<file path="src/design/cpu_pkg.sv">
`default_nettype none

package cpu_pkg;

   localparam int word_w = 32;      // datapath width

   // opcodes seen by the fetch side
   localparam logic [5:0] op_special = 6'h00;   // R-format, funct selects op
   localparam logic [5:0] op_j       = 6'h02;   // absolute jump
   localparam logic [5:0] op_bgt     = 6'h07;   // branch if rs > rt, unsigned

   // function codes under op_special
   localparam logic [5:0] fn_jr = 6'h08;        // jump register

   // one instruction word, three ways to read it
   typedef union packed {
      struct packed {
         logic [5:0] opcode;
         logic [4:0] rs;
         logic [4:0] rt;
         logic [4:0] rd;
         logic [4:0] shamt;
         logic [5:0] funct;
      } r_fmt;
      struct packed {
         logic [5:0]  opcode;
         logic [4:0]  rs;
         logic [4:0]  rt;
         logic [15:0] imm;           // branch target for bgt
      } i_fmt;
      struct packed {
         logic [5:0]  opcode;
         logic [25:0] target;
      } j_fmt;
   } instr_u;

endpackage

`default_nettype wire

</file>
<file path="src/design/fetch_decode_reg.sv">
`timescale 1ns/1ps
`default_nettype none

module fetch_decode_reg import cpu_pkg::*; (
   input  wire logic              clk,
   input  wire logic              reset,      // async, active low
   input  wire logic              stall,
   input  wire logic              flush,
   input  wire logic [word_w-1:0] if_instr,
   output logic      [word_w-1:0] id_instr
);

   // IF/ID register
   // a zero word is a bubble, decodes to nothing
   always_ff @(posedge clk or negedge reset) begin
      if (!reset) begin
         id_instr <= '0;
      end
      else if (flush) begin
         id_instr <= '0;            // kill slot behind j/jr, wins over stall
      end
      else if (!stall) begin
         id_instr <= if_instr;      // normal advance
      end
      // stall alone keeps the word in ID
   end

endmodule

`default_nettype wire

</file>
<file path="config.mk">
export PLATFORM = sky130hd
export DESIGN_NAME = fetch_decode_reg
export DESIGN_NICKNAME = d
export VERILOG_FILES = /design/src/design/cpu_pkg.sv /design/src/design/fetch_decode_reg.sv
export SDC_FILE = /design/constraint.sdc
export NUM_CORES = 1
export LEC_CHECK = 0
export ABC_AREA = 1
export BUFFER_PORTS_ARGS = -buffer_cell sky130_fd_sc_hd__buf_2
export CAP_MARGIN = 40
export CORE_MARGIN = 3
export CORE_UTILIZATION = 47
export DETAILED_ROUTE_END_ITERATION = 16
export PLACE_DENSITY = 0.83
export SKIP_LAST_GASP = 1
export SYNTH_ARGS = -nofsm -noshare
export SYNTH_HDL_FRONTEND = slang
export SYNTH_SLANG_ARGS = --single-unit
export TNS_END_PERCENT = 10
</file>
<file path="constraint.sdc">
create_clock -name clk -period 0.9 [get_ports clk]
set_input_delay 0.09 -clock clk [delete_from_list [all_inputs] [get_ports clk]]
set_output_delay 0.09 -clock clk [all_outputs]
set_load 0.005 [all_outputs]
</file>
**After elaboration in Yosys (flattened, before gate mapping)**

Index checks and enable logic that the tools add are counted.
Widths: inputs -> output; s select.

- Equal/unequal tests: 1
- Multiplexer cells: 2

Operator list:

| kind | count |
|---|---|
| $mux 32 | 2 |
| $ne 2x1->1 const B | 1 |

- Output and inout bits: 32
- Bits of input ports: 36
- Register bits: 32

**Logic depth before layout (Yosys ltp)**

- Depth after elaboration: 2
- Depth in mapped cells: 5
- Depth with buffers taken out: 3

**Least setup slack after synthesis**

No wires, ideal clock.

- Kind: input port to flip-flop
- From: input port stall
- To: register id_instr[0]
- Slack: 278 ps
- Arrival time: 556 ps
- Stages on the path: 5
- Cell sequence: buf_6 > nor2_4 > buf_6 > nand2_1 > nand2_1

- Longest elaborated chain between the ends: 1

RTL lines:

| what | line | text |
|---|---|---|
| start, declared | fetch_decode_reg.sv:7 | `input wire logic stall,` |
| $ne 2x1->1 (no source line) | n/a |  |
| end signal, assigned | fetch_decode_reg.sv:23 | `id_instr <= if_instr;` |
| end, declared | fetch_decode_reg.sv:10 | `output logic [word_w-1:0] id_instr` |

Every way passes these cells.
A chain may end at the register's enable or synchronous reset.

**Worst setup path after layout**

- From: register id_instr[6]
- To: output port id_instr[6]

No word-level cell between the ends.

==> impl_metrics.env <==
export IMPL_cts_max_level=2
export IMPL_finalCriticalPeriod_ns=0.959
export IMPL_cts_inserted_buffers=5
export IMPL_relSlewSlack=0.735
export IMPL_die_h_um=58.4
export IMPL_area_growth_pct=62.5
export IMPL_synthTopCellsByCount="nand2_1, dfrtp_1, nand3_1, buf_2, buf_6"
export IMPL_drc=0
export IMPL_dp_hpwl_um=2360
export IMPL_synth_edf_count=0
export IMPL_wl_per_cell_um=14.1
export IMPL_drt_iter0_drc=98
export IMPL_crit_family="flip-flops"
export IMPL_routed_via_density=4.93
export IMPL_grt_overflow=0
export IMPL_drt_total_wl_um=3920
export IMPL_startpoint_type="flop"
export IMPL_crit_buf_inv=1
export IMPL_async_flop_share=1.00
export IMPL_yosys_cell_types_count=7
export IMPL_end_kind="output pin"
export IMPL_dieWidth_um=58.4
export IMPL_skew_ns=0
export IMPL_crit_chain="buf_2"
export IMPL_crit_arrival_ns=0.87
export IMPL_ys_ff_latch=32
export IMPL_drive_gt1_frac=0.345
export IMPL_numPortBuffers=67
export IMPL_grt_pass1_vias=1354
export IMPL_clk_latency_ns=0.32
export IMPL_cts_tree="done"
export IMPL_crit_type="flop to output pin"
export IMPL_grt_usage=0.250
export IMPL_syn_area_per_cell_um2=9.22
export IMPL_diodes=0
export IMPL_ios=68
export IMPL_synthCells=140
export IMPL_synthFlopType="dfrtp_1"
export IMPL_critPathMaxFanout=2
export IMPL_status="finished with violations"
export IMPL_ys_top_cells_by_area="dfrtp_1, nand2_1, nand3_1, buf_6, buf_2"
export IMPL_antenna_found_initial=0
export IMPL_crit_slowest_cell="dfrtp_1"
export IMPL_powerDensity_mw_per_mm2=1390
export IMPL_placement_rows=18
export IMPL_cts_root_buffer="clkbuf_4"
export IMPL_p_leak_uw=0.00123
export IMPL_grt_first_pass_wirelength_um=6260
export IMPL_rsz0062_at_grt="yes"
export IMPL_largest_register_ffs=32
export IMPL_slowest_delay_ns=0.41
export IMPL_core_mm2=0.00254
export IMPL_start_util=0.507
export IMPL_path_clk_slew_ns=0.09
export IMPL_fillers=149
export IMPL_worstSetupStartpoint="id_instr[6]$_DFFE_PN0P_"
export IMPL_fmax_mhz=1040
export IMPL_post_route_period_util=1.07
export IMPL_vdd_ir_drop_max_uv=1310
export IMPL_pre_cts_slack_ns=0.135
export IMPL_layout_setup_ws_ns=-0.0592
export IMPL_setup_viol=32
export IMPL_fin_total_pwr_uw=2910
export IMPL_netlist_area_mm2=0.00129
export IMPL_required_ns=0.81
export IMPL_vias=1376
export IMPL_worstMarginPinSlew_ns=0.397
export IMPL_ys_seq_area_frac=0.620
export IMPL_violations="setup timing"
export IMPL_timing_rr_start="id_instr[6]$_DFFE_PN0P_"
export IMPL_hp_class="input port to flop"
export IMPL_yosysTopAreaCellShare=0.620
export IMPL_reg_top3="id_instr x32"
export IMPL_die_area_mm2=0.00341
export IMPL_hold_viol_final=0
export IMPL_yosysMostFrequentCell="nand2_1"
export IMPL_ant_nets=0
export IMPL_cts_sinks=32
export IMPL_cts_buffer_depth=2
export IMPL_syn_nets=176
export IMPL_ys_warn_count=0
export IMPL_worstHoldStart="flush"
export IMPL_drv_slew=0
export IMPL_post_synth_top_area_cell="dfrtp_1"
export IMPL_drv_cap=0
export IMPL_final_nets=284
export IMPL_grt_max_degree=33
export IMPL_drt_first_pass_iters=4
export IMPL_place_congestion=0.659
export IMPL_largest_register="id_instr"
[cell type report]
cell class              count  area, um^2  share of cell area
clock buffers               8        58.8              0.0280
inverters                   1        3.75             0.00179
multi-input cells          97         412               0.196
flip-flops and latches     32         801               0.382
well taps                  30        37.5              0.0179
repair buffers            111         786               0.374
[layer usage]
| metal | GRT usage | vias to the layer above | share of wire |
|---|---|---|---|
| li1 | - | 657 | - |
| met1 | 0.285 | 648 | 0.38 |
| met2 | 0.448 | 64 | 0.53 |
| met3 | 0.0570 | 7 | 0.068 |
| met4 | 0.103 | 0 | 0.019 |
| met5 | 0 | - | 0 |
[where the power goes]
group          switching [uW]  internal (uW)
clock network             446            385
registers                45.1           1520
logic                     232            286
[metrics by stage]
step	hold slack, ns	util	instances	setup TNS, ns	area, um^2
final	0.223	0.824	279	-0.923	2100
after detailed placement	0.132	0.660	234	0	1680
after global placement	0.120	0.660	234	0	1680
after CTS	0.201	0.816	276	-1.50	2080
after floorplan	-0.206	-	140	0	1290
after global routing	0.219	0.824	279	-2.19	2100
[cell families after synthesis]
kind of cell,Yosys count,share of synthesized area
and+or+nand+nor,97,0.319
buffers and inverters,11,0.0610
DFF,32,0.620
[path summary, 6_finish.rpt]
| check | end | slack (ns) | cells past startpoint |
|---|---|---|---|
| worst min-delay path | id_instr[25]$_DFFE_PN0P_ | 0.22 | 5 |
| worst min register to register | id_instr[2]$_DFFE_PN0P_ | 0.52 | 2 |
| worst max register to register | id_instr[6]$_DFFE_PN0P_ | 0.12 | 3 |
| max in group asynchronous | id_instr[17]$_DFFE_PN0P_ | 0.30 | 3 |
| min in group asynchronous | id_instr[29]$_DFFE_PN0P_ | 0.31 | 3 |
| worst max-delay path | id_instr[6] | -0.06 | 1 |
[placed cells by master, fill, tap and decap left out]
cell           Yosys  layout
buf_12             0       3
nand3_1           32      32
buf_4              0       8
buf_2              6      67
clkbuf_1           0       2
dlygate4sd3_1      0      33
inv_2              1       1
clkbuf_4           0       5
nor2_4             1       1
clkbuf_8           0       1
nand2_1           64      64
dfrtp_1           32      32
[what timing repair did]
action                     in CTS  in global routing
hold buffers                   33                  0
buffers inserted                1                  3
resized for setup               0                  0
setup endpoints to repair      32                 32
hold endpoints to repair       64                  0
No activity file was read; power rests on OpenSTA's default activity.
