**src/design/cpu_pkg.sv**
```systemverilog
`default_nettype none

package cpu_pkg;

   localparam int word_w = 32;      // datapath width

   // opcodes seen by the fetch side
   localparam logic [5:0] op_special = 6'h00;   // R-format, funct selects op
   localparam logic [5:0] op_j       = 6'h02;   // absolute jump
   localparam logic [5:0] op_bgt     = 6'h07;   // branch if rs > rt, unsigned

   // function codes under op_special
   localparam logic [5:0] fn_jr = 6'h08;        // jump register

   // one instruction word, three ways to read it
   typedef union packed {
      struct packed {
         logic [5:0] opcode;
         logic [4:0] rs;
         logic [4:0] rt;
         logic [4:0] rd;
         logic [4:0] shamt;
         logic [5:0] funct;
      } r_fmt;
      struct packed {
         logic [5:0]  opcode;
         logic [4:0]  rs;
         logic [4:0]  rt;
         logic [15:0] imm;           // branch target for bgt
      } i_fmt;
      struct packed {
         logic [5:0]  opcode;
         logic [25:0] target;
      } j_fmt;
   } instr_u;

endpackage

`default_nettype wire

```
**src/design/decode_stage.sv**
```systemverilog
`timescale 1ns/1ps
`default_nettype none

module decode_stage import cpu_pkg::*; #(
   parameter int addr_w = 7
) (
   input  wire logic              clk,
   input  wire logic              reset,          // async, active low
   input  wire logic [word_w-1:0] id_instr,
   input  wire logic              wb_en,          // write-back port
   input  wire logic [4:0]        wb_addr,
   input  wire logic [word_w-1:0] wb_data,
   input  wire logic              fwd_en,         // execute stage writes a reg
   input  wire logic [4:0]        fwd_dest,
   output logic                   jump,
   output logic                   jump_reg,
   output logic                   branch,
   output logic      [25:0]       jump_target,
   output logic      [word_w-1:0] rs_data,
   output logic      [word_w-1:0] rt_data,
   output logic                   fwd_sel0,
   output logic                   fwd_sel1,
   output logic                   flush
);

   instr_u            instr;
   logic [4:0]        rs;
   logic [4:0]        rt;
   logic              is_j;
   logic              is_jr;
   logic              is_bgt;
   logic [25:0]       raw_target;
   logic [word_w-1:0] regs [32];

   assign instr = id_instr;
   assign rs    = instr.r_fmt.rs;     // same bits in R and I format
   assign rt    = instr.r_fmt.rt;

   // control transfer decode
   assign is_j   = (instr.j_fmt.opcode == op_j);
   assign is_jr  = (instr.r_fmt.opcode == op_special) && (instr.r_fmt.funct == fn_jr);
   assign is_bgt = (instr.i_fmt.opcode == op_bgt);

   assign jump     = is_j || is_jr || is_bgt;
   assign jump_reg = is_jr;
   assign branch   = is_bgt;
   assign flush    = is_j || is_jr;   // unconditional, slot behind is dead

   // bgt outcome is unknown here, fetch squashes on a taken compare

   always_comb begin
      if (is_j) begin
         raw_target = instr.j_fmt.target;
      end
      else if (is_bgt) begin
         raw_target = {10'b0, instr.i_fmt.imm};   // absolute, not pc relative
      end
      else begin
         raw_target = '0;
      end
   end

   // only addr_w bits can address the program store
   assign jump_target = {{(26 - addr_w){1'b0}}, raw_target[addr_w-1:0]};

   // register file, r0 never written
   always_ff @(posedge clk or negedge reset) begin
      if (!reset) begin
         for (int i = 0; i < 32; i++) begin
            regs[i] <= '0;
         end
      end
      else if (wb_en && (wb_addr != 5'd0)) begin
         regs[wb_addr] <= wb_data;
      end
   end

   // reads, r0 hardwired, write-back passes straight through
   always_comb begin
      if (rs == 5'd0) begin
         rs_data = '0;
      end
      else if (wb_en && (wb_addr == rs)) begin
         rs_data = wb_data;
      end
      else begin
         rs_data = regs[rs];
      end
   end

   always_comb begin
      if (rt == 5'd0) begin
         rt_data = '0;
      end
      else if (wb_en && (wb_addr == rt)) begin
         rt_data = wb_data;
      end
      else begin
         rt_data = regs[rt];
      end
   end

   // newer result still in execute overrides the file
   assign fwd_sel0 = fwd_en && (rs != 5'd0) && (fwd_dest == rs);
   assign fwd_sel1 = fwd_en && (rt != 5'd0) && (fwd_dest == rt);

endmodule

`default_nettype wire

```
**config.mk**
```make
export PLATFORM = sky130hd
export DESIGN_NAME = decode_stage
export DESIGN_NICKNAME = d
export VERILOG_FILES = /design/src/design/cpu_pkg.sv /design/src/design/decode_stage.sv
export SDC_FILE = /design/constraint.sdc
export NUM_CORES = 2
export LEC_CHECK = 0
export BUFFER_PORTS_ARGS = -buffer_cell sky130_fd_sc_hd__buf_2
export CAP_MARGIN = 15
export CELL_PAD_IN_SITES_DETAIL_PLACEMENT = 0
export CELL_PAD_IN_SITES_GLOBAL_PLACEMENT = 1
export CORE_MARGIN = 2
export CORE_UTILIZATION = 53
export CTS_CLUSTER_DIAMETER = 120
export CTS_CLUSTER_SIZE = 8
export DETAILED_ROUTE_END_ITERATION = 10
export GPL_ROUTABILITY_DRIVEN = 0
export PLACE_DENSITY = 0.81
export SETUP_SLACK_MARGIN = 0.15
export SYNTH_ARGS = -nofsm -noshare
export SYNTH_HDL_FRONTEND = slang
export SYNTH_SLANG_ARGS = --single-unit
```
**constraint.sdc**
```tcl
create_clock -name clk -period 2.75 [get_ports clk]
set_clock_uncertainty 0.1 [all_clocks]
set_input_delay 0.275 -clock clk [delete_from_list [all_inputs] [get_ports clk]]
set_output_delay 0.275 -clock clk [all_outputs]
set_load 0.02 [all_outputs]
```
# Yosys cells after proc, flatten, opt, wreduce, memory -nomap -nowiden
# Cells that the tools add are included.
op_classes:
  magnitude_cmp: 4
  add_sub_neg: 0
  mul: 0
  n_shift: 0
  div: 0
  eq_ne: 7
  mux: 15
  reduce_logical: 17
  bitwise_logic: 3
ops:
  columns: ["cell", "count"]
  rows:
  - ["$bwmux 1024", 1]
  - ["$bmux 32 s5", 2]
  - ["$mux 32", 9]
  - ["$demux 32 s5", 1]
  - ["$eq 5x5->1", 4]
  - ["$ge 6x6->1 const B", 3]
  - ["$not 5->6", 3]
  - ["$reduce_bool 5->1", 3]
  - ["$mux 7", 2]
  - ["$logic_not 5->1", 2]
  - ["$logic_and 1x1->1", 9]
  - ["$eq 6x2->1 const B", 1]
  - ["$eq 6x3->1 const B", 1]
  - ["$eq 6x4->1 const B", 1]
  - ["$logic_not 6->1", 1]
  - ["$lt 6x1->1 const B", 1]
  - ["$logic_or 1x1->1", 2]
totals:
  latch_bits: 0
  mem_bits_ro: 0
  out_inout_bits: 96
  wordCells: 78
  ff_bits: 1024
  input_bits: 78
  ram_bits: 0
  mem_count: 0

# Longest topological paths before layout
depth:
  word_depth: 6
  ltp_mapped: 10
  depth_no_buf: 5

# Worst setup path before layout
# OpenSTA, ideal clock, no wires.
synth_timing:
  kind: "input port to output port"
  from: "input port id_instr[22]"
  to: "output port rs_data[31]"
  arrival_time_ps: 2067
  path_stages: 7
  setup_slack_ps: 308
  n_path_buf: 3
  t_required_ps: 2375
  path_cell_list: "buf_2 > clkbuf_1 > buf_1 > mux4_2 > a22oi_1 > nand2_1 > a221o_1"
synth_via:
  elab_chain_cells: 6
  word_cells_on_any_way: 9
  cone_classes: "1 x eq/ne; 5 x mux; 1 x bitwise; 2 x reduce/logical"
synth_rtl:
  columns: ["element", "line", "rtl"]
  rows:
  - ["from (decl)", "decode_stage.sv:9", "input wire logic [word_w-1:0] id_instr,"]
  - ["$not 5->6 (implied by the code)", "decode_stage.sv:87", "rs_data = regs[rs];"]
  - ["$bmux 32 s5", "decode_stage.sv:87", null]
  - ["$mux 32 (implied by the code) (2 in series)", "decode_stage.sv:87", null]
  - ["$mux 32", "decode_stage.sv:83", "else if (wb_en && (wb_addr == rs)) begin"]
  - ["$mux 32 *", "decode_stage.sv:80", "if (rs == 5'd0) begin"]
  - ["to (decl)", "decode_stage.sv:19", "output logic [word_w-1:0] rs_data,"]
# Every way passes the cells marked *; elsewhere a longest branch is shown, timed or not. The select of a mux whose other input is x is not followed.

# Final worst setup path
layout_timing:
  from: "register regs[742] (netlist name)"
  to: "output port rs_data[6]"
layout_via:
  elab_chain_cells: 5
layout_rtl:
  columns: ["element", "line", "rtl"]
  rows:
  - ["from (decl)", "decode_stage.sv:33", "logic [word_w-1:0] regs [32];"]
  - ["from (signal, indexed assignment)", "decode_stage.sv:74", "regs[wb_addr] <= wb_data;"]
  - ["$bmux 32 s5", "decode_stage.sv:87", null]
  - ["$mux 32 (implied by the code) (2 in series)", "decode_stage.sv:87", null]
  - ["$mux 32", "decode_stage.sv:83", null]
  - ["$mux 32", "decode_stage.sv:80", null]
# Every way passes these cells. The select of a mux whose other input is x is not followed.

==> results.cfg <==
[synthesis]
synth_cell_types = 48
synth_area_leaders = dfrtp_1 46%, mux2_2 21%, mux4_2 16%
synth_common_cells = 1035 x mux2_2, 1024 x dfrtp_1, 388 x mux4_2
synth_edf_count = 0
synth.most_common_cell = mux2_2
yosys.area.top_type_share_pct = 46.4
yosysSeqAreaShare_pct = 46.4
synth-async-reset-ratio_pct = 100
yosysTopAreaCell = dfrtp_1
synth_cells = 3859
ys_warn_count = 0
avgSynthCellArea_um2 = 14.3
yosys_most_used_dff = dfrtp_1
synth-seq-cells = 1024
netlist_area_mm2 = 0.0552

[power_and_ir_drop]
peakVddDrop_v = 0.000514
seq_power_share_pct = 42.9
p_switching_mw = 13.2
power.density_mw_per_mm2 = 712
power.internal_mw = 33.7
p_sw_share_pct = 28.2
leakagePower_nw = 29.0
comb_power_share_pct = 22.5
clock_power_share_pct = 34.6

[final_layout]
drive_gt1_share_pct = 57.8
largest_reg_flops = 1024
largestRegisters = regs x1024
area_delta_synth_final_pct = 19.3
stdcell_count = 5545
final.fill_count = 7479
multi_input_area_mm2 = 0.0288
regMostFlops = regs
layout.area.seq_mm2 = 0.0256
finish.instance_area_mm2 = 0.0659
finalNetCount = 4225

[grt]
grt_pass1_wl_um = 275000
antenna_found_initial = 12
grt_max_degree = 106
use_met1_pct = 49.2
overflow = 0
grt_pass1_vias = 40200
gr-usage-all-layers_pct = 35.2
use_met3_pct = 8.78
grt_busiest_layer = met2
gr-usage-met2_pct = 52.7

[outcome]
failed_checks = setup timing
status = finished, violations left

[clock_tree]
cts_buffers = 145
clk_path_buf_depth = 3
htree_levels = 4
clock_tree.root_cell = clkbuf_16
clock-sinks = 1024
clock_latency_ps = 760
cts_tree = built
cts.reportedPaths.clkPinSlew_ps = 50

[floorplan]
die_y_um = 327
core_mm2 = 0.103
rows = 118
initial_core_util_pct = 53.4
dieArea_mm2 = 0.107
die_x_um = 327
boundaryPins = 174

[timing]
worst_pin_slew_ps = 986
finalWorstSetupSlack_ps = -439
hold_viol_final = 0
rsz0062_at_grt = true
slew_headroom_pct = 34.3
fmax_mhz = 314
slew_viol_final = 0
setup_viol = 54
min_period_ps = 3190
min_period_over_period_pct = 116

[drt]
first_pass_iters = 7
avgViaCountPerCell = 7.08
wl_per_cell_um = 33.8
num_vias = 39300
drtAntennaViolNets = 0
drtIter0Drc = 4753
drc_errors = 0
postRouteWirelength_um = 187000

[setup_path]
cp.arrival_ps = 2810
start_kind = register
critPathMaxFanout = 3
startpoint = regs[742]
end_kind = primary output
required_ps = 2380
r2r_start = regs[264]
criticalPathCategory = reg -> out

[worst_hold_path]
min_path_type = in -> reg
hold_start = wb_data[7]

[place]
io_buffers = 145
dp_cells = 5329
placed_area_mm2 = 0.0601
hpwlAfterDp_um = 116000

[flow_run]
drv_cap = 0
==> final timing paths <==
| kind | end | slack [ps] | depth (start not counted) |
|---|---|---|---|
| setup reg to reg | regs[264] | 1650 | 3 |
| min in group asynchronous | regs[819] | 210 | 3 |
| hold reg to reg | regs[1004] | 290 | 0 |
| max in group asynchronous | regs[242] | 1650 | 3 |
| setup / recovery | rs_data[6] | -440 | 5 |
| hold / removal | regs[583] | 60 | 3 |
==> repair_timing <==
item | 4_1_cts | 5_1_grt
resized for setup | 335 | 50
endpoints found under the hold margin | 619 | 0
endpoints found under the setup margin | 64 | 64
pin swaps | 138 | 32
hold buffers | 10 | 0
buffers inserted | 25 | 16
cloned | 0 | 0
==> cell usage in the layout, fill, tap and decap left out, types with 10 or more instances in the layout <==
cell,netlist,routed
or4_4,0,11
a22o_1,21,21
a22oi_1,76,47
a2111oi_2,0,10
clkbuf_16,0,151
o21ai_0,55,32
nor2b_1,19,13
o21ai_1,0,15
mux2i_1,249,232
nor2_4,0,22
a22oi_2,0,29
buf_12,4,109
buf_2,87,80
and2_1,11,10
buf_4,34,316
nand2_1,80,59
dfrtp_1,1024,1024
nor2_1,63,32
a221o_1,13,13
nand2_2,0,20
buf_6,14,63
a32o_2,0,32
o22ai_1,66,57
a211oi_2,0,28
a211oi_1,45,16
mux4_2,388,388
xnor2_1,14,14
a21oi_1,49,39
mux2_2,1035,1035
conb_1,1,19
o221ai_1,34,34
==> power by group through the flow <==
| stage | Sequential (mW) | Combinational [mW] | Clock [mW] |
|---|---|---|---|
| after floorplan | 19.5 | 6.94 | 0 |
| after global placement | 20.0 | 9.36 | 0 |
| after detailed placement | 20.2 | 9.59 | 0 |
| after CTS | 20.0 | 10.3 | 16.3 |
| after global routing | 20.4 | 11.1 | 17.0 |
| final | 20.1 | 10.6 | 16.2 |
==> through the flow <==
stage	hold slack (ps)	TNS, ps	setup slack (ps)	total power, mW	utilization (%)
3_3_place_gp	152	-4290	-500	29.4	58.1
2_1_floorplan	-121	0	308	26.4	-
4_1_cts	25.2	-8020	-411	46.7	63.3
3_5_place_dp	158	-4470	-461	29.8	58.1
6_report	55.3	-7490	-439	46.9	63.7
5_1_grt	71.3	-10260	-457	48.6	63.7
==> area by class of cell <==
class / instances / share of cell area, %
Tap cell: 1380 / 2.62
Clock buffer: 151 / 5.73
Timing Repair Buffer: 581 / 8.82
Multi-Input combinational cell: 2392 / 43.7
Sequential cell: 1024 / 38.9
Antenna cell: 5 / 0.0190
Inverter: 3 / 0.0171
Clock inverter: 9 / 0.203
==> kinds of logic after synthesis <==
group / after synthesis / share of synthesized area [%]
muxes: 1680 / 41.6
DFF: 1024 / 46.4
buffers and inverters: 461 / 3.91
AOI/OAI and AO/OA: 426 / 5.56
and+or+nand+nor: 248 / 2.21
xor gates and xnor gates: 19 / 0.301
other: 1 / 0.00679
==> per-layer routing <==
layer | share of wire [%] | up-vias | routed length (um)
li1 | - | 15400 | -
met1 | 39 | 20900 | 73800
met2 | 45 | 2418 | 84600
met3 | 11 | 559 | 20100
met4 | 4.7 | 6 | 8830
met5 | 0.018 | - | 34
==> worst max-delay path, cell delays in order, from the launching register on <==
cell and delay (ps):
dfrtp_1 410, mux4_2 470, mux4_2 520, nor2b_4 150, a221o_1 350, buf_6 170
Power figures use the tool's default switching activity.
