[src/design/cpu_pkg.sv]
`default_nettype none

package cpu_pkg;

   localparam int word_w = 32;      // datapath width

   // opcodes seen by the fetch side
   localparam logic [5:0] op_special = 6'h00;   // R-format, funct selects op
   localparam logic [5:0] op_j       = 6'h02;   // absolute jump
   localparam logic [5:0] op_bgt     = 6'h07;   // branch if rs > rt, unsigned

   // function codes under op_special
   localparam logic [5:0] fn_jr = 6'h08;        // jump register

   // one instruction word, three ways to read it
   typedef union packed {
      struct packed {
         logic [5:0] opcode;
         logic [4:0] rs;
         logic [4:0] rt;
         logic [4:0] rd;
         logic [4:0] shamt;
         logic [5:0] funct;
      } r_fmt;
      struct packed {
         logic [5:0]  opcode;
         logic [4:0]  rs;
         logic [4:0]  rt;
         logic [15:0] imm;           // branch target for bgt
      } i_fmt;
      struct packed {
         logic [5:0]  opcode;
         logic [25:0] target;
      } j_fmt;
   } instr_u;

endpackage

`default_nettype wire

[src/design/program_control.sv]
`timescale 1ns/1ps
`default_nettype none

module program_control import cpu_pkg::*; #(
   parameter int addr_w    = 7,
   parameter int mem_depth = 128
) (
   input  wire logic              clk,
   input  wire logic              reset,         // async, active low
   input  wire logic              suspend,       // level, high while loading
   input  wire logic              stall,
   input  wire logic              flush,         // j or jr sitting in ID
   input  wire logic              load_en,
   input  wire logic [addr_w-1:0] load_addr,
   input  wire logic [word_w-1:0] load_data,
   input  wire logic              jump,          // any of j, jr, bgt
   input  wire logic              jump_reg,
   input  wire logic              branch,
   input  wire logic [25:0]       jump_target,
   input  wire logic [word_w-1:0] rs_data,
   input  wire logic [word_w-1:0] rt_data,
   input  wire logic [word_w-1:0] fwd_data,      // execute-stage result
   input  wire logic              fwd_sel0,
   input  wire logic              fwd_sel1,
   input  wire logic [word_w-1:0] mem_data,
   output logic      [addr_w-1:0] pc,
   output logic                   mem_we,
   output logic      [word_w-1:0] if_instr,
   output logic                   halted
);

   localparam logic [addr_w-1:0] last_addr = addr_w'(mem_depth - 1);

   logic [word_w-1:0] op0;            // jr target / bgt left side
   logic [word_w-1:0] op1;            // bgt right side
   logic [word_w-1:0] fetch_word;     // memory word with load bypass
   logic [addr_w-1:0] next_pc;
   logic              branch_taken;
   logic              end_of_prog;
   logic              pc_hold;
   logic              suspend_q;      // suspend already seen last cycle

   // operand select, forwarded result beats the register file
   assign op0 = fwd_sel0 ? fwd_data : rs_data;
   assign op1 = fwd_sel1 ? fwd_data : rt_data;

   assign branch_taken = branch && (op0 > op1);   // unsigned compare

   // loads only land while suspended
   assign mem_we = load_en && suspend;

   // a word being written at pc this cycle counts as already there
   assign fetch_word = (mem_we && (load_addr == pc)) ? load_data : mem_data;

   // squash the slot behind a taken control transfer
   always_comb begin
      if (suspend || flush || branch_taken) begin
         if_instr = '0;               // bubble
      end
      else begin
         if_instr = fetch_word;
      end
   end

   // next address
   always_comb begin
      if (jump_reg) begin
         next_pc = op0[addr_w-1:0];   // jr, low bits of rs
      end
      else if (branch) begin
         if (branch_taken) begin
            next_pc = jump_target[addr_w-1:0];
         end
         else begin
            next_pc = pc + addr_w'(1);   // falls through
         end
      end
      else if (jump) begin
         next_pc = jump_target[addr_w-1:0];   // plain j
      end
      else begin
         next_pc = pc + addr_w'(1);
      end
   end

   // last slot or empty word, unless ID is redirecting us
   assign end_of_prog = ((pc == last_addr) || (fetch_word == '0)) && !jump;

   assign pc_hold = stall || (suspend && suspend_q) || end_of_prog;

   // only report the program end, not a load pause
   assign halted = end_of_prog && !suspend;

   // out of reset fetch counts as already suspended,
   // so pc stays put from the very first load cycle
   always_ff @(posedge clk or negedge reset) begin
      if (!reset) begin
         suspend_q <= 1'b1;
      end
      else begin
         suspend_q <= suspend;
      end
   end

   always_ff @(posedge clk or negedge reset) begin
      if (!reset) begin
         pc <= '0;
      end
      else if (!pc_hold) begin
         pc <= next_pc;
      end
   end

endmodule

`default_nettype wire

[config.mk]
export PLATFORM = sky130hd
export DESIGN_NAME = program_control
export DESIGN_NICKNAME = d
export VERILOG_FILES = /design/src/design/cpu_pkg.sv /design/src/design/program_control.sv
export SDC_FILE = /design/constraint.sdc
export NUM_CORES = 1
export LEC_CHECK = 0
export BUFFER_PORTS_ARGS = -buffer_cell sky130_fd_sc_hd__buf_2
export CAP_MARGIN = 15
export CELL_PAD_IN_SITES_DETAIL_PLACEMENT = 1
export CELL_PAD_IN_SITES_GLOBAL_PLACEMENT = 2
export CORE_AREA = 3 3 124 126
export CTS_BUF_LIST = sky130_fd_sc_hd__clkbuf_2 sky130_fd_sc_hd__clkbuf_4 sky130_fd_sc_hd__clkbuf_8
export CTS_CLUSTER_DIAMETER = 50
export DETAILED_ROUTE_END_ITERATION = 8
export DIE_AREA = 0 0 127 129
export PLACE_DENSITY = 0.94
export SETUP_SLACK_MARGIN = 0.05
export SLEW_MARGIN = 20
export SYNTH_ARGS = -nofsm -noshare
export SYNTH_HDL_FRONTEND = slang
export SYNTH_SLANG_ARGS = --single-unit
[constraint.sdc]
create_clock -name clk -period 3.78 [get_ports clk]
set_input_delay 0.189 -clock clk [delete_from_list [all_inputs] [get_ports clk]]
set_output_delay 0.189 -clock clk [all_outputs]
set_load 0.02 [all_outputs]
* Word-level counts from Yosys, hierarchy flattened *
Cells that the tools add are included.

word-level totals
  register bits after elaboration = 8
  output and inout port bits = 41

operators by class
  add/subtract/negate cells = 1
  order comparisons = 1
  equal/unequal tests = 2
  mux-type cells = 8
  reductions and logical operators = 14

operators by type and width
  kind                 count
  $mux 32              4
  $gt 32x32->1         1
  $logic_not 32->1     1
  $mux 7               4
  $add 7x1->7 const B  1
  $eq 7x7->1           1
  $eq 7x7->1 const B   1
  $logic_and 1x1->1    6
  $logic_or 1x1->1     5
  $logic_not 1->1      2

* Longest topological paths before layout *
Gate-level depths: netlist of run 1.

  depth after elaboration = 7
  depth in mapped cells = 13
  depth with buffers taken out = 9

* Least setup slack after synthesis of run 1 *
Ideal clock, no wire load.

  path kind = input -> output
  from = input fwd_sel0
  to = output if_instr[11]
  arrival = 3.442 ns
  data required time = 3.591 ns
  path slack = 0.149 ns
  cell stages on the path = 13
  path buffers = 4
  cell sequence = clkbuf_1 clkbuf_1 mux2_2 ha_1 nand4_2 nor4_2 a31oi_1 and2_4 a21o_1 or3_1 buf_2 buf_6 nor2_1

on the way
  longest elaborated chain between the ends = 5

ends and longest elaborated chain
  what               line                   source
  start, declared    program_control.sv:23  input wire logic fwd_sel0,
  $mux 32            program_control.sv:44  assign op0 = fwd_sel0 ? fwd_data : rs_data;
  $gt 32x32->1       program_control.sv:47  assign branch_taken = branch && (op0 > op1);
  $logic_and 1x1->1  program_control.sv:47
  $logic_or 1x1->1   program_control.sv:57  if (suspend || flush || branch_taken) begin
  $mux 32            program_control.sv:57
  end, declared      program_control.sv:28  output logic [word_w-1:0] if_instr,

No other way between the ends.

* Worst setup path in the final report of run 1 *
  from = input fwd_sel0
  to = output if_instr[9]

Same word-level chain as after synthesis.

==> impl_metrics.yaml, run 1 <==
finish:
  final_common_cell: "buf_2"
  layout_common_cells: "buf_2, mux2i_1, nor2_1"
  area_growth_pct: 49.6
  post-route-util_pct: 29.8
  drive_gt1_share_pct: 51.0
  num-nets-final: 807
global_route:
  antenna_found_initial: 1
  grt_max_degree: 33
  grt_first_pass_wirelength_um: 18500
  grt_pass1_vias: 3759
  overflow: 0
  grt_use_total_pct: 13.8
synthesis:
  syn-num-nets: 585
  yosys.area_share.simple_pct: 20.9
  synthXorXnorAreaFrac_pct: 3.35
  yosys_warnings: 0
  ys_async_sr_fraction_pct: 100
  synthAdderAreaFrac_pct: 14.4
  ys_ff_latch: 8
  synth-edff-count: 0
  synthMuxAreaShare_pct: 37.0
  syn_inst: 348
  synth-compound-area-share_pct: 13.8
  synth_top_family_by_area: "multiplexers"
  syn_avg_cell_area_um2: 8.26
  ys_seq_area_share_pct: 7.01
  synth_cell_type_count: 46
  synth_area_um2: 2870
  synth_flop_cell: "dfrtp_1"
timing:
  setup-tns-final_ns: 0
  min_period_ns: 3.53
  fmax_mhz: 284
  hold_violations: 0
  holdWs_ns: 0.106
  fin_crit_sh_pct: 93.3
  rsz0062_at_grt: "no"
  worst_pin_slew_ns: 0.716
  relSlewSlack_pct: 52.0
  setup_viol: 0
  drv_slew: 0
  fin_skew_ns: 0.00268
clock_tree:
  cts_inserted_buffers: 3
  cts.sinks: 8
  clock_latency_ns: 0.24
  htreeDepth: 1
  cts_tree: "yes"
  cts_buffer_depth: 2
  cts_root_buffer: "clkbuf_8"
  path_clk_slew_ns: 0.04
power:
  vdd_ir_drop_max_v: 0.0000744
  p_total_mw: 0.798
  powerDensity_nw_per_um2: 186
  leakagePower_nw: 2.42
setup_path:
  reg2reg_slack_ns: 1.26
  worstSetupStartpointType: "input port"
  worstPathRequired_ns: 3.59
  r2r-start: "pc[6]"
  r2r-end: "pc[2]"
  crit_start: "fwd_sel0"
  worstSetupPathType: "input port to output port"
  worstPathMaxFanout: 32
  reg2reg_depth: 7
  worstSetupEndpoint: "if_instr[9]"
  cp-end-kind: "output port"
  crit_arrival_ns: 3.34
detailed_routing:
  first_pass_iters: 6
  vias: 3588
  drtAntennaViolNets: 0
  routed_via_density: 4.76
  wl_per_cell_um: 16.0
  postRouteWirelength_um: 12000
  drtIter0Drc: 53
  drc: 0
die:
  start_util_pct: 19.9
  coreArea_um2: 14400
  die_w_um: 127
  die_area_um2: 16400
  fp-row-count: 44
  pin_count: 245
  die-height_um: 129
flow_run:
  maxCapViolations: 0
placement:
  dp_hpwl_um: 10700
  port_buffers: 225
  gp_congestion: 0.817
min_path:
  min_path_type: "input port to flip-flop"
status:
  outcome: "finished clean"
## critical path, cell delays in order
cell and delay (ns):
buf_2 0.09, buf_4 0.24, mux2_2 0.38, ha_1 0.31, nand4_2 0.18, nor4_4 0.38
a31oi_1 0.19, and2_4 0.22, a21o_1 0.26, or3_1 0.38, buf_12 0.19, nor2_2 0.11
buf_2 0.18
## repair_timing
action	4_1_cts	5_1_grt
hold buffers	1	0
pin swaps	0	1
setup endpoints to repair	1	32
setup buffers	0	1
endpoints found under the hold margin	7	0
resized for setup	1	0
## cell usage after synthesis (2+ instances only)
library cell	number	area share (%)
a2111o_1	4	1.6
a2111oi_0	4	1.2
a211oi_2	2	0.87
a21o_1	2	0.52
a21oi_1	19	3.3
a22o_1	5	1.5
a31oi_1	2	0.44
and4_1	3	0.91
buf_6	3	1.2
clkbuf_1	12	1.6
dfrtp_1	7	6.1
ha_1	33	14
inv_1	5	0.65
mux2_2	33	13
mux2i_1	69	24
nand2_1	13	1.7
nand3_1	4	0.70
nand4_1	9	2.0
nor2_1	43	5.6
nor2_2	11	2.4
nor2b_1	3	0.65
nor3_1	3	0.52
nor4_1	18	3.9
o211ai_1	2	0.52
o21a_1	3	0.78
o21ai_0	5	0.87
or2_2	2	0.44
or3_1	2	0.44
xor2_1	10	3.0
## kinds of logic after synthesis
| logic type | after synthesis |
|---|---|
| muxes | 102 |
| and+or+nand+nor | 116 |
| AOI/OAI and AO/OA | 56 |
| buffers and inverters | 22 |
| DFF | 8 |
| xor gates and xnor gates | 11 |
| adders and majority gates | 33 |
## cell type report
type,count,area (µm²)
antenna,1,2.50
inverter,5,18.8
multi-input combinational,318,2580
clock buffer,4,48.8
tap,184,230
sequential,8,201
timing repair buffer,234,1220
fill,1848,10100
## how the worst min path moves through the flow
stage | depth (start not counted) | to | startpoint
3_3_place_gp | 1 | pc[1] | reset
2_1_floorplan | 0 | pc[0] | reset
5_1_grt | 1 | suspend_q | suspend
6_report | 1 | suspend_q | suspend
4_1_cts | 1 | suspend_q | suspend
3_5_place_dp | 1 | pc[1] | reset
## routing by layer
layer  vias up  track usage, %  share of wire [%]
met5         -               0                  0
met1      1637            15.7                 39
met2       161            26.3                 50
li1       1781               -                  -
met3         9            3.78                9.8
met4         0            1.64               0.81
## flip-flops by register name, summed over array words and instances, names as in the netlist
| signal | cells |
|---|---|
| suspend_q | 1 |
| pc | 7 |
## metrics by stage
| stage | instances | area (µm²) | setup slack (ns) |
|---|---|---|---|
| 2_1_floorplan | 348 | 2870 | 0.149 |
| 6_report | 754 | 4300 | 0.253 |
| 5_1_grt | 754 | 4300 | 0.0644 |
| 4_1_cts | 752 | 4290 | 0.118 |
| 3_5_place_dp | 747 | 4220 | 0.0642 |
| 3_3_place_gp | 747 | 4220 | 0.102 |
## power breakdown
part	total [mW]	switching [mW]	internal [mW]
logic	0.539	0.280	0.259
clock network	0.120	0.0389	0.0807
registers	0.140	0.0376	0.102
(Power assumes the default switching activity.)
==> run 2, diff against run 1 <==
Settings changed: MAX_ROUTING_LAYER set to met4.
==> impl_metrics.yaml, run 2 (same netlist as run 1, synthesis figures left out) <==
die:
  die_area_um2: 16400
  fp-row-count: 44
  coreArea_um2: 14400
  start_util_pct: 19.9
  die_w_um: 127
  pin_count: 245
  die-height_um: 129
setup_path:
  critPathSlowestCell: "mux2_2"
  path_common_cell: "buf_2"
  worstSetupStartpointType: "input port"
  worstPathRequired_ns: 3.59
  crit_arrival_ns: 3.33
  cp-end-kind: "output port"
  cp_slowest_stage_delay_ns: 0.38
  crit_chain: "buf_2, buf_4, mux2_2, ha_1, nand4_2, nor4_4, a31oi_1, and2_4, a21o_1, or3_1, buf_12, nor2_2, buf_2"
  path_buf_inv: 4
  worstSetupPathType: "input port to output port"
  worstPathMaxFanout: 32
  crit_family: "simple AND/OR/NAND/NOR gates"
clock_tree:
  cts.sinks: 8
  cts_buffer_depth: 2
  htreeDepth: 1
  cts_root_buffer: "clkbuf_8"
  path_clk_slew_ns: 0.04
  clock_latency_ns: 0.24
  cts_inserted_buffers: 3
  cts_tree: "yes"
power:
  powerDensity_nw_per_um2: 186
  power.switching_mw: 0.357
  vdd_ir_drop_max_v: 0.0000752
  clkPwrFrac_pct: 15.1
  swShare_pct: 44.7
  intPower_mw: 0.442
  seq_power_share_pct: 17.4
  combinationalPowerShare_pct: 67.5
  leakagePower_nw: 2.42
global_route:
  antenna_found_initial: 1
  grt-busiest-layer: "met2"
  grt_use_met2_pct: 26.3
  grtUsageMet1_pct: 16.0
  grt_pass1_vias: 3762
  use_met3_pct: 3.15
  grt_use_total_pct: 14.2
  overflow: 0
  grt_first_pass_wirelength_um: 18500
  grt_max_degree: 33
timing:
  hold_violations: 0
  fmax_mhz: 284
  setup-tns-final_ns: 0
  fin_crit_sh_pct: 93.1
  rsz0062_at_grt: "no"
  fin_skew_ns: 0.00125
  relSlewSlack_pct: 51.4
  fin_ws_ns: 0.259
  drv_slew: 0
  min_period_ns: 3.52
  worst_pin_slew_ns: 0.724
  setup_viol: 0
placement:
  gp_congestion: 0.829
  placed_area_um2: 4220
  dp_slack_ns: 0.0642
  port_buffers: 225
  dp_hpwl_um: 10700
finish:
  fin_area_um2: 4300
  area_growth_pct: 49.6
  fillerInstances: 1848
  largest_reg_flops: 7
  reg_top3: "pc (7), suspend_q (1)"
  regMostFlops: "pc"
  drive_gt1_share_pct: 51.0
  final_common_cell: "buf_2"
  layout_common_cells: "buf_2, mux2i_1, nor2_1"
  num-nets-final: 807
detailed_routing:
  vias: 3581
  wl_per_cell_um: 16.0
  postRouteWirelength_um: 12000
  routed_via_density: 4.75
  first_pass_iters: 4
  drc: 0
  drtAntennaViolNets: 0
  drtIter0Drc: 39
min_path:
  min_path_type: "input port to flip-flop"
flow_run:
  maxCapViolations: 0
status:
  outcome: "finished clean"
## run 2: cell counts in the layout (fill, tap and decap cells not counted)
No cell type changed its count.
## run 2: final cells by class
class / instances / area (µm²) / share of cell area [%]
diodes: 1 / 2.50 / 0.0582
well taps: 184 / 230 / 5.35
repair buffers: 234 / 1220 / 28.4
clock buffers: 4 / 48.8 / 1.13
multi-input cells: 318 / 2580 / 59.9
flip-flops and latches: 8 / 201 / 4.68
inverters: 5 / 18.8 / 0.436
## run 2: power by group through the flow
| stage | logic [mW] | clock network (mW) | registers (mW) |
|---|---|---|---|
| 2_1_floorplan | 0.308 | 0 | 0.144 |
| 3_3_place_gp | 0.532 | 0 | 0.139 |
| 3_5_place_dp | 0.542 | 0 | 0.140 |
| 4_1_cts | 0.548 | 0.122 | 0.139 |
| 5_1_grt | 0.607 | 0.126 | 0.142 |
| 6_report | 0.539 | 0.120 | 0.139 |
## run 2: path summary, 6_finish.rpt
check	from	to	slack [ns]	depth (start not counted)
max in group asynchronous	reset	suspend_q	3.19	2
worst min register to register	pc[6]	pc[6]	0.69	1
worst max register to register	pc[6]	pc[2]	1.25	7
worst min-delay path	suspend	suspend_q	0.10	1
worst max-delay path	fwd_sel0	if_instr[9]	0.26	13
min in group asynchronous	reset	pc[4]	0.35	2
## run 2: what timing repair did
item / CTS / global route
setup buffers: 0 / 1
endpoints found under the setup margin: 1 / 32
hold endpoints to repair: 7 / 0
pin swaps: 0 / 1
hold buffers: 1 / 0
resized for setup: 1 / 0
## run 2: metrics by stage
step	total power [mW]	hold WS (ns)	util [%]	cells
after CTS	0.809	0.107	29.7	752
after global routing	0.874	0.110	29.8	754
after detailed placement	0.682	0.0450	29.3	747
after global placement	0.671	0.0413	29.3	747
final	0.798	0.105	29.8	754
after floorplan	0.452	-0.107	-	348
## run 2: routing by layer
| metal | part of all wire (%) | vias to the layer above |
|---|---|---|
| met5 | 0 | - |
| met4 | 0.85 | 0 |
| met3 | 9.0 | 9 |
| met2 | 50 | 160 |
| li1 | - | 1781 |
| met1 | 40 | 1631 |
